## src/include/rob_cfg.svh

```systemverilog
`ifndef ROB_CFG_SVH
`define ROB_CFG_SVH

// buffer geometry
`define ROB_DEPTH       16
`define ROB_IDX_W       4

// datapath widths
`define PC_W            32
`define ARCH_REG_W      5
`define PHYS_REG_W      6
`define TRAP_CODE_W     7

// index into the load/store buffer
`define BUF_IDX_W       3

// exception codes the ROB raises itself
`define SYSCALL_CODE    10
`define INTERRUPT_CODE  0

`endif
```

## src/design/robCtrlPkg.sv

```systemverilog
`include "rob_cfg.svh"

package robCtrlPkg;

    // retirement runs until a trap, then waits for flush
    typedef enum logic {
        stateRun      = 1'b0,
        stateTrapHold = 1'b1
    } retireStateE;

    // 0 to 2 entries per cycle
    typedef logic [1:0] retireCountT;

    // 0 to ROB_DEPTH, one bit wider than an index
    typedef logic [`ROB_IDX_W:0] occupancyT;

endpackage

```

## src/design/robEntryPkg.sv

```systemverilog
`include "rob_cfg.svh"

package robEntryPkg;

    typedef logic [`ROB_IDX_W-1:0]   robIdxT;
    typedef logic [`PC_W-1:0]        pcT;
    typedef logic [`ARCH_REG_W-1:0]  archRegT;
    typedef logic [`PHYS_REG_W-1:0]  physRegT;
    typedef logic [`TRAP_CODE_W-1:0] trapCodeT;
    typedef logic [`BUF_IDX_W-1:0]   bufIdxT;

    // instruction class, only what retirement needs to know
    typedef enum logic [1:0] {
        opAlu     = 2'b00,
        opLoad    = 2'b01,
        opStore   = 2'b10,
        opSyscall = 2'b11
    } microOpE;

    typedef struct packed {
        logic     valid;
        logic     done;
        microOpE  op;
        logic     rdValid;
        archRegT  archRd;
        physRegT  physRd;
        pcT       pc;
        logic     trap;
        trapCodeT trapCode;
        // virtual address of a faulting access
        pcT       faultAddr;
        bufIdxT   bufIdx;
    } robEntryT;

endpackage

```

## src/design/robTop.sv

```systemverilog
`timescale 1ns/1ps

module robTop (
    input  logic                   Clk,
    input  logic                   arstN,
    input  logic                   stall,
    input  logic                   flush,
    input  logic                   extInterrupt,
    input  logic                   dispatchValid0,
    input  robEntryPkg::pcT        dispatchPc0,
    input  robEntryPkg::microOpE   dispatchOp0,
    input  logic                   dispatchRdValid0,
    input  robEntryPkg::archRegT   dispatchArchRd0,
    input  robEntryPkg::physRegT   dispatchPhysRd0,
    input  logic                   dispatchValid1,
    input  robEntryPkg::pcT        dispatchPc1,
    input  robEntryPkg::microOpE   dispatchOp1,
    input  logic                   dispatchRdValid1,
    input  robEntryPkg::archRegT   dispatchArchRd1,
    input  robEntryPkg::physRegT   dispatchPhysRd1,
    output robEntryPkg::robIdxT    allocIdx0,
    output robEntryPkg::robIdxT    allocIdx1,
    output logic                   robFull,
    input  logic                   aluDone0,
    input  logic                   aluDone1,
    input  robEntryPkg::robIdxT    aluDoneIdx0,
    input  robEntryPkg::robIdxT    aluDoneIdx1,
    input  logic                   memDone,
    input  robEntryPkg::robIdxT    memDoneIdx,
    input  logic                   memTrap,
    input  robEntryPkg::trapCodeT  memTrapCode,
    input  robEntryPkg::pcT        memFaultAddr,
    input  robEntryPkg::bufIdxT    memBufIdx,
    input  robEntryPkg::robIdxT    pcReadIdx,
    output robEntryPkg::pcT        pcReadData,
    output logic                   commitMap0,
    output logic                   commitMap1,
    output robEntryPkg::archRegT   commitArchRd0,
    output robEntryPkg::archRegT   commitArchRd1,
    output robEntryPkg::physRegT   commitPhysRd0,
    output robEntryPkg::physRegT   commitPhysRd1,
    output logic                   memRetire,
    output logic                   memRetireStore,
    output robEntryPkg::bufIdxT    memRetireBufIdx,
    output logic                   trapValid,
    output robEntryPkg::pcT        trapPc,
    output robEntryPkg::pcT        trapAddr,
    output robEntryPkg::trapCodeT  trapCode
);
    import robEntryPkg::*;
    import robCtrlPkg::*;

    robIdxT      headIdx;
    robIdxT      tailIdx;
    logic        retireEnable;
    logic        allocWrite0;
    logic        allocWrite1;
    robEntryT    head0Entry;
    robEntryT    head1Entry;
    retireCountT retireCount;
    logic        trapTaken;

    // slots handed back to rename
    assign allocIdx0 = tailIdx;
    assign allocIdx1 = tailIdx + 1'b1;

    robControl u_control (.*);

    robEntryStore u_store (.*);

    robRetireSelect u_retire (.*);

endmodule

```

## src/design/robRetireSelect.sv

```systemverilog
`timescale 1ns/1ps
`include "rob_cfg.svh"

module robRetireSelect (
    input  robEntryPkg::robEntryT   head0Entry,
    input  robEntryPkg::robEntryT   head1Entry,
    input  logic                    retireEnable,
    input  logic                    extInterrupt,
    output robCtrlPkg::retireCountT retireCount,
    output logic                    trapTaken,
    output logic                    commitMap0,
    output logic                    commitMap1,
    output robEntryPkg::archRegT    commitArchRd0,
    output robEntryPkg::archRegT    commitArchRd1,
    output robEntryPkg::physRegT    commitPhysRd0,
    output robEntryPkg::physRegT    commitPhysRd1,
    output logic                    memRetire,
    output logic                    memRetireStore,
    output robEntryPkg::bufIdxT     memRetireBufIdx,
    output logic                    trapValid,
    output robEntryPkg::pcT         trapPc,
    output robEntryPkg::pcT         trapAddr,
    output robEntryPkg::trapCodeT   trapCode
);
    import robEntryPkg::*;
    import robCtrlPkg::*;

    logic head0Ready;
    logic head1Ready;
    logic head0Mem;
    logic head1Mem;
    logic interruptTake;
    logic faultTake;
    logic syscallTake;
    logic retire0;
    logic retire1;
    logic memRetire0;
    logic memRetire1;

    assign head0Ready = retireEnable && head0Entry.valid && head0Entry.done;
    assign head1Ready = head1Entry.valid && head1Entry.done;
    assign head0Mem   = (head0Entry.op == opLoad) || (head0Entry.op == opStore);
    assign head1Mem   = (head1Entry.op == opLoad) || (head1Entry.op == opStore);

    // interrupt wins over anything at the head, done or not
    assign interruptTake = retireEnable && extInterrupt && head0Entry.valid;
    assign faultTake     = head0Ready && !extInterrupt && head0Entry.trap;
    assign syscallTake   = head0Ready && !extInterrupt && !head0Entry.trap &&
                           (head0Entry.op == opSyscall);
    assign trapTaken     = interruptTake || faultTake || syscallTake;

    assign retire0 = head0Ready && !trapTaken;
    // second slot only if it cannot trap, one memory op per cycle
    assign retire1 = retire0 && head1Ready && !head1Entry.trap &&
                     (head1Entry.op != opSyscall) && !(head0Mem && head1Mem);

    assign retireCount = retire1 ? retireCountT'(2) : retireCountT'({1'b0, retire0});

    // architectural map updates
    assign commitMap0    = retire0 && head0Entry.rdValid;
    assign commitMap1    = retire1 && head1Entry.rdValid;
    assign commitArchRd0 = commitMap0 ? head0Entry.archRd : '0;
    assign commitArchRd1 = commitMap1 ? head1Entry.archRd : '0;
    assign commitPhysRd0 = commitMap0 ? head0Entry.physRd : '0;
    assign commitPhysRd1 = commitMap1 ? head1Entry.physRd : '0;

    // load/store buffer release
    assign memRetire0      = retire0 && head0Mem;
    assign memRetire1      = retire1 && head1Mem;
    assign memRetire       = memRetire0 || memRetire1;
    assign memRetireStore  = memRetire0 ? (head0Entry.op == opStore) :
                             memRetire1 ? (head1Entry.op == opStore) : 1'b0;
    assign memRetireBufIdx = memRetire0 ? head0Entry.bufIdx :
                             memRetire1 ? head1Entry.bufIdx : '0;

    // exception report, always for the head entry
    assign trapValid = trapTaken;
    assign trapPc    = trapTaken ? head0Entry.pc : '0;
    assign trapAddr  = faultTake ? head0Entry.faultAddr : '0;
    assign trapCode  = interruptTake ? trapCodeT'(`INTERRUPT_CODE) :
                       faultTake     ? head0Entry.trapCode :
                       syscallTake   ? trapCodeT'(`SYSCALL_CODE) : '0;

    always_comb begin
        trapBlocksRetire: assert final (!(trapValid && retireCount != '0))
        else $error("trap reported in a retiring cycle");
    end

endmodule

```

## src/design/robEntryStore.sv

```systemverilog
`timescale 1ns/1ps
`include "rob_cfg.svh"

module robEntryStore (
    input  logic                   Clk,
    input  logic                   arstN,
    input  logic                   stall,
    input  logic                   flush,
    input  robEntryPkg::robIdxT    headIdx,
    input  robEntryPkg::robIdxT    tailIdx,
    input  logic                   allocWrite0,
    input  logic                   allocWrite1,
    input  robEntryPkg::pcT        dispatchPc0,
    input  robEntryPkg::microOpE   dispatchOp0,
    input  logic                   dispatchRdValid0,
    input  robEntryPkg::archRegT   dispatchArchRd0,
    input  robEntryPkg::physRegT   dispatchPhysRd0,
    input  robEntryPkg::pcT        dispatchPc1,
    input  robEntryPkg::microOpE   dispatchOp1,
    input  logic                   dispatchRdValid1,
    input  robEntryPkg::archRegT   dispatchArchRd1,
    input  robEntryPkg::physRegT   dispatchPhysRd1,
    input  logic                   aluDone0,
    input  logic                   aluDone1,
    input  robEntryPkg::robIdxT    aluDoneIdx0,
    input  robEntryPkg::robIdxT    aluDoneIdx1,
    input  logic                   memDone,
    input  robEntryPkg::robIdxT    memDoneIdx,
    input  logic                   memTrap,
    input  robEntryPkg::trapCodeT  memTrapCode,
    input  robEntryPkg::pcT        memFaultAddr,
    input  robEntryPkg::bufIdxT    memBufIdx,
    input  robEntryPkg::robIdxT    pcReadIdx,
    output robEntryPkg::pcT        pcReadData,
    output robEntryPkg::robEntryT  head0Entry,
    output robEntryPkg::robEntryT  head1Entry
);
    import robEntryPkg::*;

    robEntryT              entries [`ROB_DEPTH];
    logic [`ROB_DEPTH-1:0] entryValid;
    logic [`ROB_DEPTH-1:0] entryDone;
    robIdxT                tailNext;
    robIdxT                headNext;
    robIdxT                prevHead;
    robIdxT                prevHeadNext;
    logic                  compWrite;

    function automatic robEntryT newEntry(pcT pc, microOpE op, logic rdValid,
                                          archRegT archRd, physRegT physRd);
        robEntryT e;
        e           = '0;
        e.valid     = 1'b1;
        e.op        = op;
        e.rdValid   = rdValid;
        e.archRd    = archRd;
        e.physRd    = physRd;
        e.pc        = pc;
        return e;
    endfunction

    assign tailNext     = tailIdx + 1'b1;
    assign headNext     = headIdx + 1'b1;
    assign prevHeadNext = prevHead + 1'b1;

    // completions are dropped while frozen or flushing
    assign compWrite = !stall && !flush;

    always_ff @(posedge Clk) begin
        if (allocWrite0) begin
            entries[tailIdx] <= newEntry(dispatchPc0, dispatchOp0, dispatchRdValid0,
                                         dispatchArchRd0, dispatchPhysRd0);
        end
        if (allocWrite1) begin
            entries[tailNext] <= newEntry(dispatchPc1, dispatchOp1, dispatchRdValid1,
                                          dispatchArchRd1, dispatchPhysRd1);
        end
        if (compWrite && memDone) begin
            entries[memDoneIdx].trap      <= memTrap;
            entries[memDoneIdx].trapCode  <= memTrapCode;
            entries[memDoneIdx].faultAddr <= memFaultAddr;
            entries[memDoneIdx].bufIdx    <= memBufIdx;
        end
    end

    always_ff @(posedge Clk or negedge arstN) begin
        if (!arstN) begin
            entryValid <= '0;
            entryDone  <= '0;
            prevHead   <= '0;
        end else if (flush) begin
            entryValid <= '0;
            entryDone  <= '0;
            prevHead   <= '0;
        end else begin
            prevHead <= headIdx;
            // free retired slots one cycle behind the head
            if (headIdx != prevHead) begin
                entryValid[prevHead] <= 1'b0;
            end
            if (headIdx == prevHead + robIdxT'(2)) begin
                entryValid[prevHeadNext] <= 1'b0;
            end
            // allocation after the free, a slot can be reused at once
            if (allocWrite0) begin
                entryValid[tailIdx] <= 1'b1;
                entryDone[tailIdx]  <= 1'b0;
            end
            if (allocWrite1) begin
                entryValid[tailNext] <= 1'b1;
                entryDone[tailNext]  <= 1'b0;
            end
            if (compWrite && aluDone0) begin
                entryDone[aluDoneIdx0] <= 1'b1;
            end
            if (compWrite && aluDone1) begin
                entryDone[aluDoneIdx1] <= 1'b1;
            end
            if (compWrite && memDone) begin
                entryDone[memDoneIdx] <= 1'b1;
            end
        end
    end

    assign pcReadData = entries[pcReadIdx].pc;

    always_comb begin
        head0Entry       = entries[headIdx];
        head0Entry.valid = entryValid[headIdx];
        head0Entry.done  = entryDone[headIdx];
        head1Entry       = entries[headNext];
        head1Entry.valid = entryValid[headNext];
        head1Entry.done  = entryDone[headNext];
    end

    // units only complete what rename handed out
    completionTarget: assert property (
        @(posedge Clk) disable iff (!arstN || flush)
        (!aluDone0 || entryValid[aluDoneIdx0]) &&
        (!aluDone1 || entryValid[aluDoneIdx1]) &&
        (!memDone || entryValid[memDoneIdx])
    ) else $error("completion names an empty entry");

endmodule

```

## src/design/robControl.sv

```systemverilog
`timescale 1ns/1ps
`include "rob_cfg.svh"

module robControl (
    input  logic                    Clk,
    input  logic                    arstN,
    input  logic                    stall,
    input  logic                    flush,
    input  logic                    dispatchValid0,
    input  logic                    dispatchValid1,
    input  robCtrlPkg::retireCountT retireCount,
    input  logic                    trapTaken,
    output robEntryPkg::robIdxT     headIdx,
    output robEntryPkg::robIdxT     tailIdx,
    output logic                    retireEnable,
    output logic                    robFull,
    output logic                    allocWrite0,
    output logic                    allocWrite1
);
    import robEntryPkg::*;
    import robCtrlPkg::*;

    retireStateE retireState;
    occupancyT   occupancy;
    retireCountT allocCount;

    // full once fewer than two slots are free
    assign robFull = occupancy > occupancyT'(`ROB_DEPTH - 2);

    assign allocWrite0 = dispatchValid0 && !robFull && !stall && !flush;
    assign allocWrite1 = allocWrite0 && dispatchValid1;
    assign allocCount  = allocWrite1 ? retireCountT'(2) : retireCountT'({1'b0, allocWrite0});

    // no retirement while frozen, flushing or parked after a trap
    assign retireEnable = !stall && !flush && (retireState == stateRun);

    always_ff @(posedge Clk or negedge arstN) begin
        if (!arstN) begin
            headIdx     <= '0;
            tailIdx     <= '0;
            occupancy   <= '0;
            retireState <= stateRun;
        end else if (flush) begin
            headIdx     <= '0;
            tailIdx     <= '0;
            occupancy   <= '0;
            retireState <= stateRun;
        end else if (!stall) begin
            headIdx   <= headIdx + robIdxT'(retireCount);
            tailIdx   <= tailIdx + robIdxT'(allocCount);
            occupancy <= occupancy + occupancyT'(allocCount) - occupancyT'(retireCount);
            if (trapTaken) begin
                retireState <= stateTrapHold;
            end
        end
    end

    occupancyBound: assert property (
        @(posedge Clk) disable iff (!arstN)
        occupancy <= occupancyT'(`ROB_DEPTH)
    ) else $error("occupancy above buffer depth");

    // rename fills slot 0 first
    dispatchSlotOrder: assert property (
        @(posedge Clk) disable iff (!arstN)
        dispatchValid1 |-> dispatchValid0
    ) else $error("dispatch slot 1 valid without slot 0");

endmodule

```

## config.mk

```make
export PLATFORM = sky130hd
export DESIGN_NAME = robTop
export DESIGN_NICKNAME = d
export VERILOG_FILES = /design/src/design/robCtrlPkg.sv /design/src/design/robEntryPkg.sv /design/src/design/robTop.sv /design/src/design/robRetireSelect.sv /design/src/design/robEntryStore.sv /design/src/design/robControl.sv
export VERILOG_INCLUDE_DIRS = /design/src /design/src/include
export SDC_FILE = /design/constraint.sdc
export NUM_CORES = 2
export LEC_CHECK = 0
export ABC_CLOCK_PERIOD_IN_PS = 5200
export BUFFER_PORTS_ARGS = -buffer_cell sky130_fd_sc_hd__buf_2
export CAP_MARGIN = 40
export CORE_MARGIN = 5
export CORE_UTILIZATION = 50
export DETAILED_ROUTE_END_ITERATION = 10
export PLACE_DENSITY = 0.69
export SLEW_MARGIN = 5
export SYNTH_ARGS = -nofsm -noshare
export SYNTH_HDL_FRONTEND = slang
export SYNTH_HIERARCHICAL = 1
export SYNTH_SLANG_ARGS = --single-unit
```

## constraint.sdc

```tcl
create_clock -name Clk -period 5.2 [get_ports Clk]
set_input_delay 0.26 -clock Clk [delete_from_list [all_inputs] [get_ports Clk]]
set_output_delay 0.26 -clock Clk [all_outputs]
set_load 0.01 [all_outputs]
```

---- Word-level counts from Yosys, hierarchy flattened ----
Memories as Yosys holds them, arrays and structs flattened.
Index checks and enable logic that the tools add are counted.
cells by class
  add/subtract/negate cells ............... 8
  multiply operators ...................... 0
  divide/modulo/power cells ............... 0
  order comparisons ....................... 17
  equal/unequal tests ..................... 9
  shifts and indexed selects .............. 0
  multiplexer cells ....................... 71
  bitwise operators ....................... 14
  reduce and logical (&&, ||, !) cells .... 50
operators by type and width
  kind                                                                count
  2-to-1 mux 16 bit                                                   18
  OR 16 bit                                                           5
  AND 16 bit                                                          4
  2-to-1 mux 32 bit                                                   2
  NOT 16 bit                                                          4
  less-than comparator 4 x 5 -> 1 bit (second input constant)         9
  logical AND 1 bit                                                   35
  demux 1 bit (select 4 bit)                                          7
  greater-or-equal comparator 4 x 1 -> 1 bit (second input constant)  7
  2-to-1 mux 4 bit                                                    6
  2-to-1 mux 1 bit                                                    22
  2-to-1 mux 5 bit                                                    4
  binary-select mux 1 bit (select 4 bit)                              4
  2-to-1 mux 7 bit                                                    2
  adder 4 x 1 -> 4 bit (second input constant)                        3
  2-to-1 mux 6 bit                                                    2
  adder 4 x 2 -> 4 bit                                                2
  logical NOT 1 bit                                                   8
  == test 2 bit (second input constant)                               3
  2-to-1 mux 3 bit                                                    2
  adder 5 x 2 -> 5 bit                                                1
  greater-than comparator 5 x 4 -> 1 bit (second input constant)      1
  logical OR 1 bit                                                    5
  subtractor 5 x 2 -> 5 bit                                           1
  10 further kinds                                                    12
storage, ports and cells
  bits in registers ....................... 50
  latch bits .............................. 0
  RAM bits ................................ 1,424
  bits in read-only memories .............. 0
  input bits .............................. 161
  output and inout bits ................... 142
  word-level logic and storage cells ...... 177
  memories ................................ 1
memories
  memory           depth  bits a word  rd ports  clocked after memory_dff  write ports  RTL line             RTL
  u_store.entries  16     89           3         0                         3            robEntryStore.sv:40  robEntryT entries [`ROB_DEPTH];

---- Longest topological paths before layout ----
  depth in word-level cells ............... 20
  depth in mapped cells ................... 20
  depth with buffers taken out ............ 16

---- Hierarchy ----
Netlist, hierarchy kept.
by module, submodules not included
  module           instances  cells each  area each (µm²)  seq. area each (µm²)
  robEntryStore    1          4,758       84,546.1         43,661.9
  robControl       1          103         1,001.0          350.3
  robRetireSelect  1          144         929.6            0.0
  robTop           1          5           38.8             0.0

---- Least setup slack after synthesis ----
No wires, ideal clock.
  path kind ............................... register -> register
  from .................................... reg u_control.occupancy[4]
  to ...................................... mem u_store/entries[8][0] in the netlist's numbering, enable pin
  library setup time ...................... 403 ps
  data arrival time ....................... 5,376 ps
  data required time ...................... 4,797 ps
  setup slack ............................. -578 ps
  stages on the path, launching flop included .. 10
  buffers on the path ..................... 1
  period minus slack after synthesis ...... 5,778 ps
  cells stage by stage .................... dfrtp_1 > inv_1 > ha_1 > and3_1 > a211oi_4 > and2_1 > clkbuf_1 > nand3b_1 > o22ai_1 > or2_1
RTL lines
  item                      RTL line             RTL
  start: declaration        robControl.sv:24     occupancyT occupancy;
  start signal: assignment  robControl.sv:51     occupancy <= occupancy + occupancyT'(allocCount) - occupancyT'(retireCount);
  start signal: assignment  robControl.sv:60     occupancy <= occupancyT'(`ROB_DEPTH)
  end: declaration          robEntryStore.sv:40

==> results.txt <==
first-pass GRT wire length: 344000 um
Lkg Pwr: 28.77 nW
crit path buf inv count: 4
RSZ-0062 raised after global routing: no
post-CTS setup repair buffer count: 0
routed wl met3: 22470 um
Critical Path Source: u_control/headIdx[1]
Pwr Total: 25.55 mW
Detailed Place HPWL: 128500 um
CORE AREA: 156000 sq um
skew final: 38.64 ps
CTS max path bufs: 3
cell row count: 145
CP required: 4940 ps
pin count of the biggest net entering global routing: 151
post-synthesis average cell area: 17.01 sq um
total congestion overflow: 0
die area: 164600 sq um
Mapped Cells: 4602
layout cell share with drive strength beyond 1: 43.65%
Seq pwr share: 51.1%
Initial Utilization: 50.17%
global router's overall resource usage: 29.09%
max incr delay on CP: 790 ps
initial antenna violation count: 24
P_int: 19.93 mW
relative slew slack: 25.66%
Critical Path Slowest Stage Cell: buf_4
WL/cell: 33.89 um
Ys Warns: 6
TritonCTS Sinks: 1474
die height: 405.7 um
combinational share of power: 5.4%
status: finished clean
maxcap violations: 0
min cycle time layout: 4938 ps
dpl ws: 640.0 ps
fillers: 11880
fin crit share: 94.96%
P&R area growth vs syn: 13.84%
Post-Route Setup TNS: 0 ps
Ports: 303
Util after Layout: 57.11%
GP Congestion: 0.8887
WS Path Type: reg -> out
DRC Markers: 0
Hold Startpoint: dispatchPhysRd0[2]
via count: 46750
CTS tree: yes
post-DR vias/cell: 6.590
Setup crit end kind: output pin
Worst EP arrival: 4680 ps
Sw Ratio: 21.99%
PortBufs: 302
Final nets: 5082
Peak Freq: 0.2025 GHz
Worst-path clk slew: 60 ps
CTS root buffer: clkbuf_16
CP Cell Sequence: buf_4 > buf_4 > buf_4 > mux4_2 > mux4_2 > and2_1 > buf_2
clock share of power: 43.5%
vias in the first global route: 47530
total iterations of the first detailed-routing run: 6
Post-Syn Nets: 4785
CTS buffer count: 159
metal2 WL: 119000 um
Mapped Area: 78280 sq um
Tightest Hold Check Type: in -> reg
# setup viols final: 0
switching power: 5.618 mW
PD cells: 286.7 nW/um^2
DRT antenna net count: 0
Layout Cells excl Fill: 7094
H-tree levels: 4
Final Hold Vio Count: 0
most frequent cells in the layout: 1424 x edfxtp_1, 761 x and2_1, 736 x mux2_2, 712 x mux4_2, 300 x buf_2
reg-to-reg startpoint: u_control/headIdx[0]
Iter 0 DRT Violations: 5500
Clock Latency Late Sink: 800 ps
delay-heaviest family, CP: buffers and inverters
WL met1: 88480 um
cell mode on critical path: buf_4
Slew @ Worst Pin: 1115 ps
Max Slew Vio Count: 0
DR top layer: met5
final worst slack: 261.9 ps
placed insts: 6608
most common cell after layout, fill and taps aside: edfxtp_1
peak supply drop: 0.3199 mV
startpoint types: flip-flop
Routed WL: 240400 um
die width: 405.7 um
Crit Path Max Fanout: 52
[cell type report]
cell class / count / area [sq um] / share of cell area, %
flip-flops and latches: 1474 / 44030 / 49.41
multi-input cells: 2603 / 32190 / 36.12
repair buffers: 626 / 5094 / 5.716
clock buffers: 193 / 4106 / 4.608
well taps: 2058 / 2575 / 2.890
clock inverters: 91 / 920.9 / 1.033
inverters: 35 / 163.9 / 0.1839
diodes: 14 / 35.03 / 0.03931
[worst paths after layout]
check | cells after the start | end | slack (ps)
worst max-delay path | 7 | trapPc[3] | 260
worst min-delay path | 2 | u_store/entries[3][77] | 50
worst max register to register | 15 | u_control/occupancy[4] | 550
worst min register to register | 2 | u_control/retireState | 500
max in group asynchronous | 3 | u_control/headIdx[0] | 4490
min in group asynchronous | 3 | u_store/entryDone[10] | 120
[power by group through the flow]
stage | combinational, mW | sequential (mW) | clock, mW
global route | 1.46 | 13.1 | 11.8
detailed placement | 1.23 | 13.3 | 0
floorplan | 0.783 | 13.3 | 0
finish | 1.37 | 13.1 | 11.1
CTS | 1.36 | 13.1 | 11.3
global placement | 1.19 | 13.3 | 0
[metal layers]
metal / vias to the layer above / GRT usage, %
li1: 18890 / -
met1: 24490 / 38.39
met2: 2789 / 48.38
met3: 578 / 5.550
met4: 8 / 10.95
met5: - / 0
[metrics by stage]
stage               hold slack [ps]  instance area (sq um)
floorplan                    -35.59                  78300
global placement              448.5                  81820
detailed placement            444.5                  82140
CTS                          0.2370                  89050
global route                  34.56                  89090
finish                        48.59                  89110
[state kept, by name, summed over array words and instances, names as in the netlist]
signal	flops
u_store/entries	1424
u_store/entryDone	16
u_store/entryValid	16
u_control/occupancy	5
u_control/headIdx	4
u_control/tailIdx	4
u_store/prevHead	4
u_control/retireState	1
[what timing repair did]
| item | CTS | global route |
|---|---|---|
| hold buffers | 187 | 0 |
| gates cloned | 0 | 1 |
| hold endpoints to repair | 1440 | 0 |
| setup endpoints to repair | 5 | 9 |
| gates resized for setup | 1 | 1 |
No activity file was read; power rests on OpenSTA's default activity.
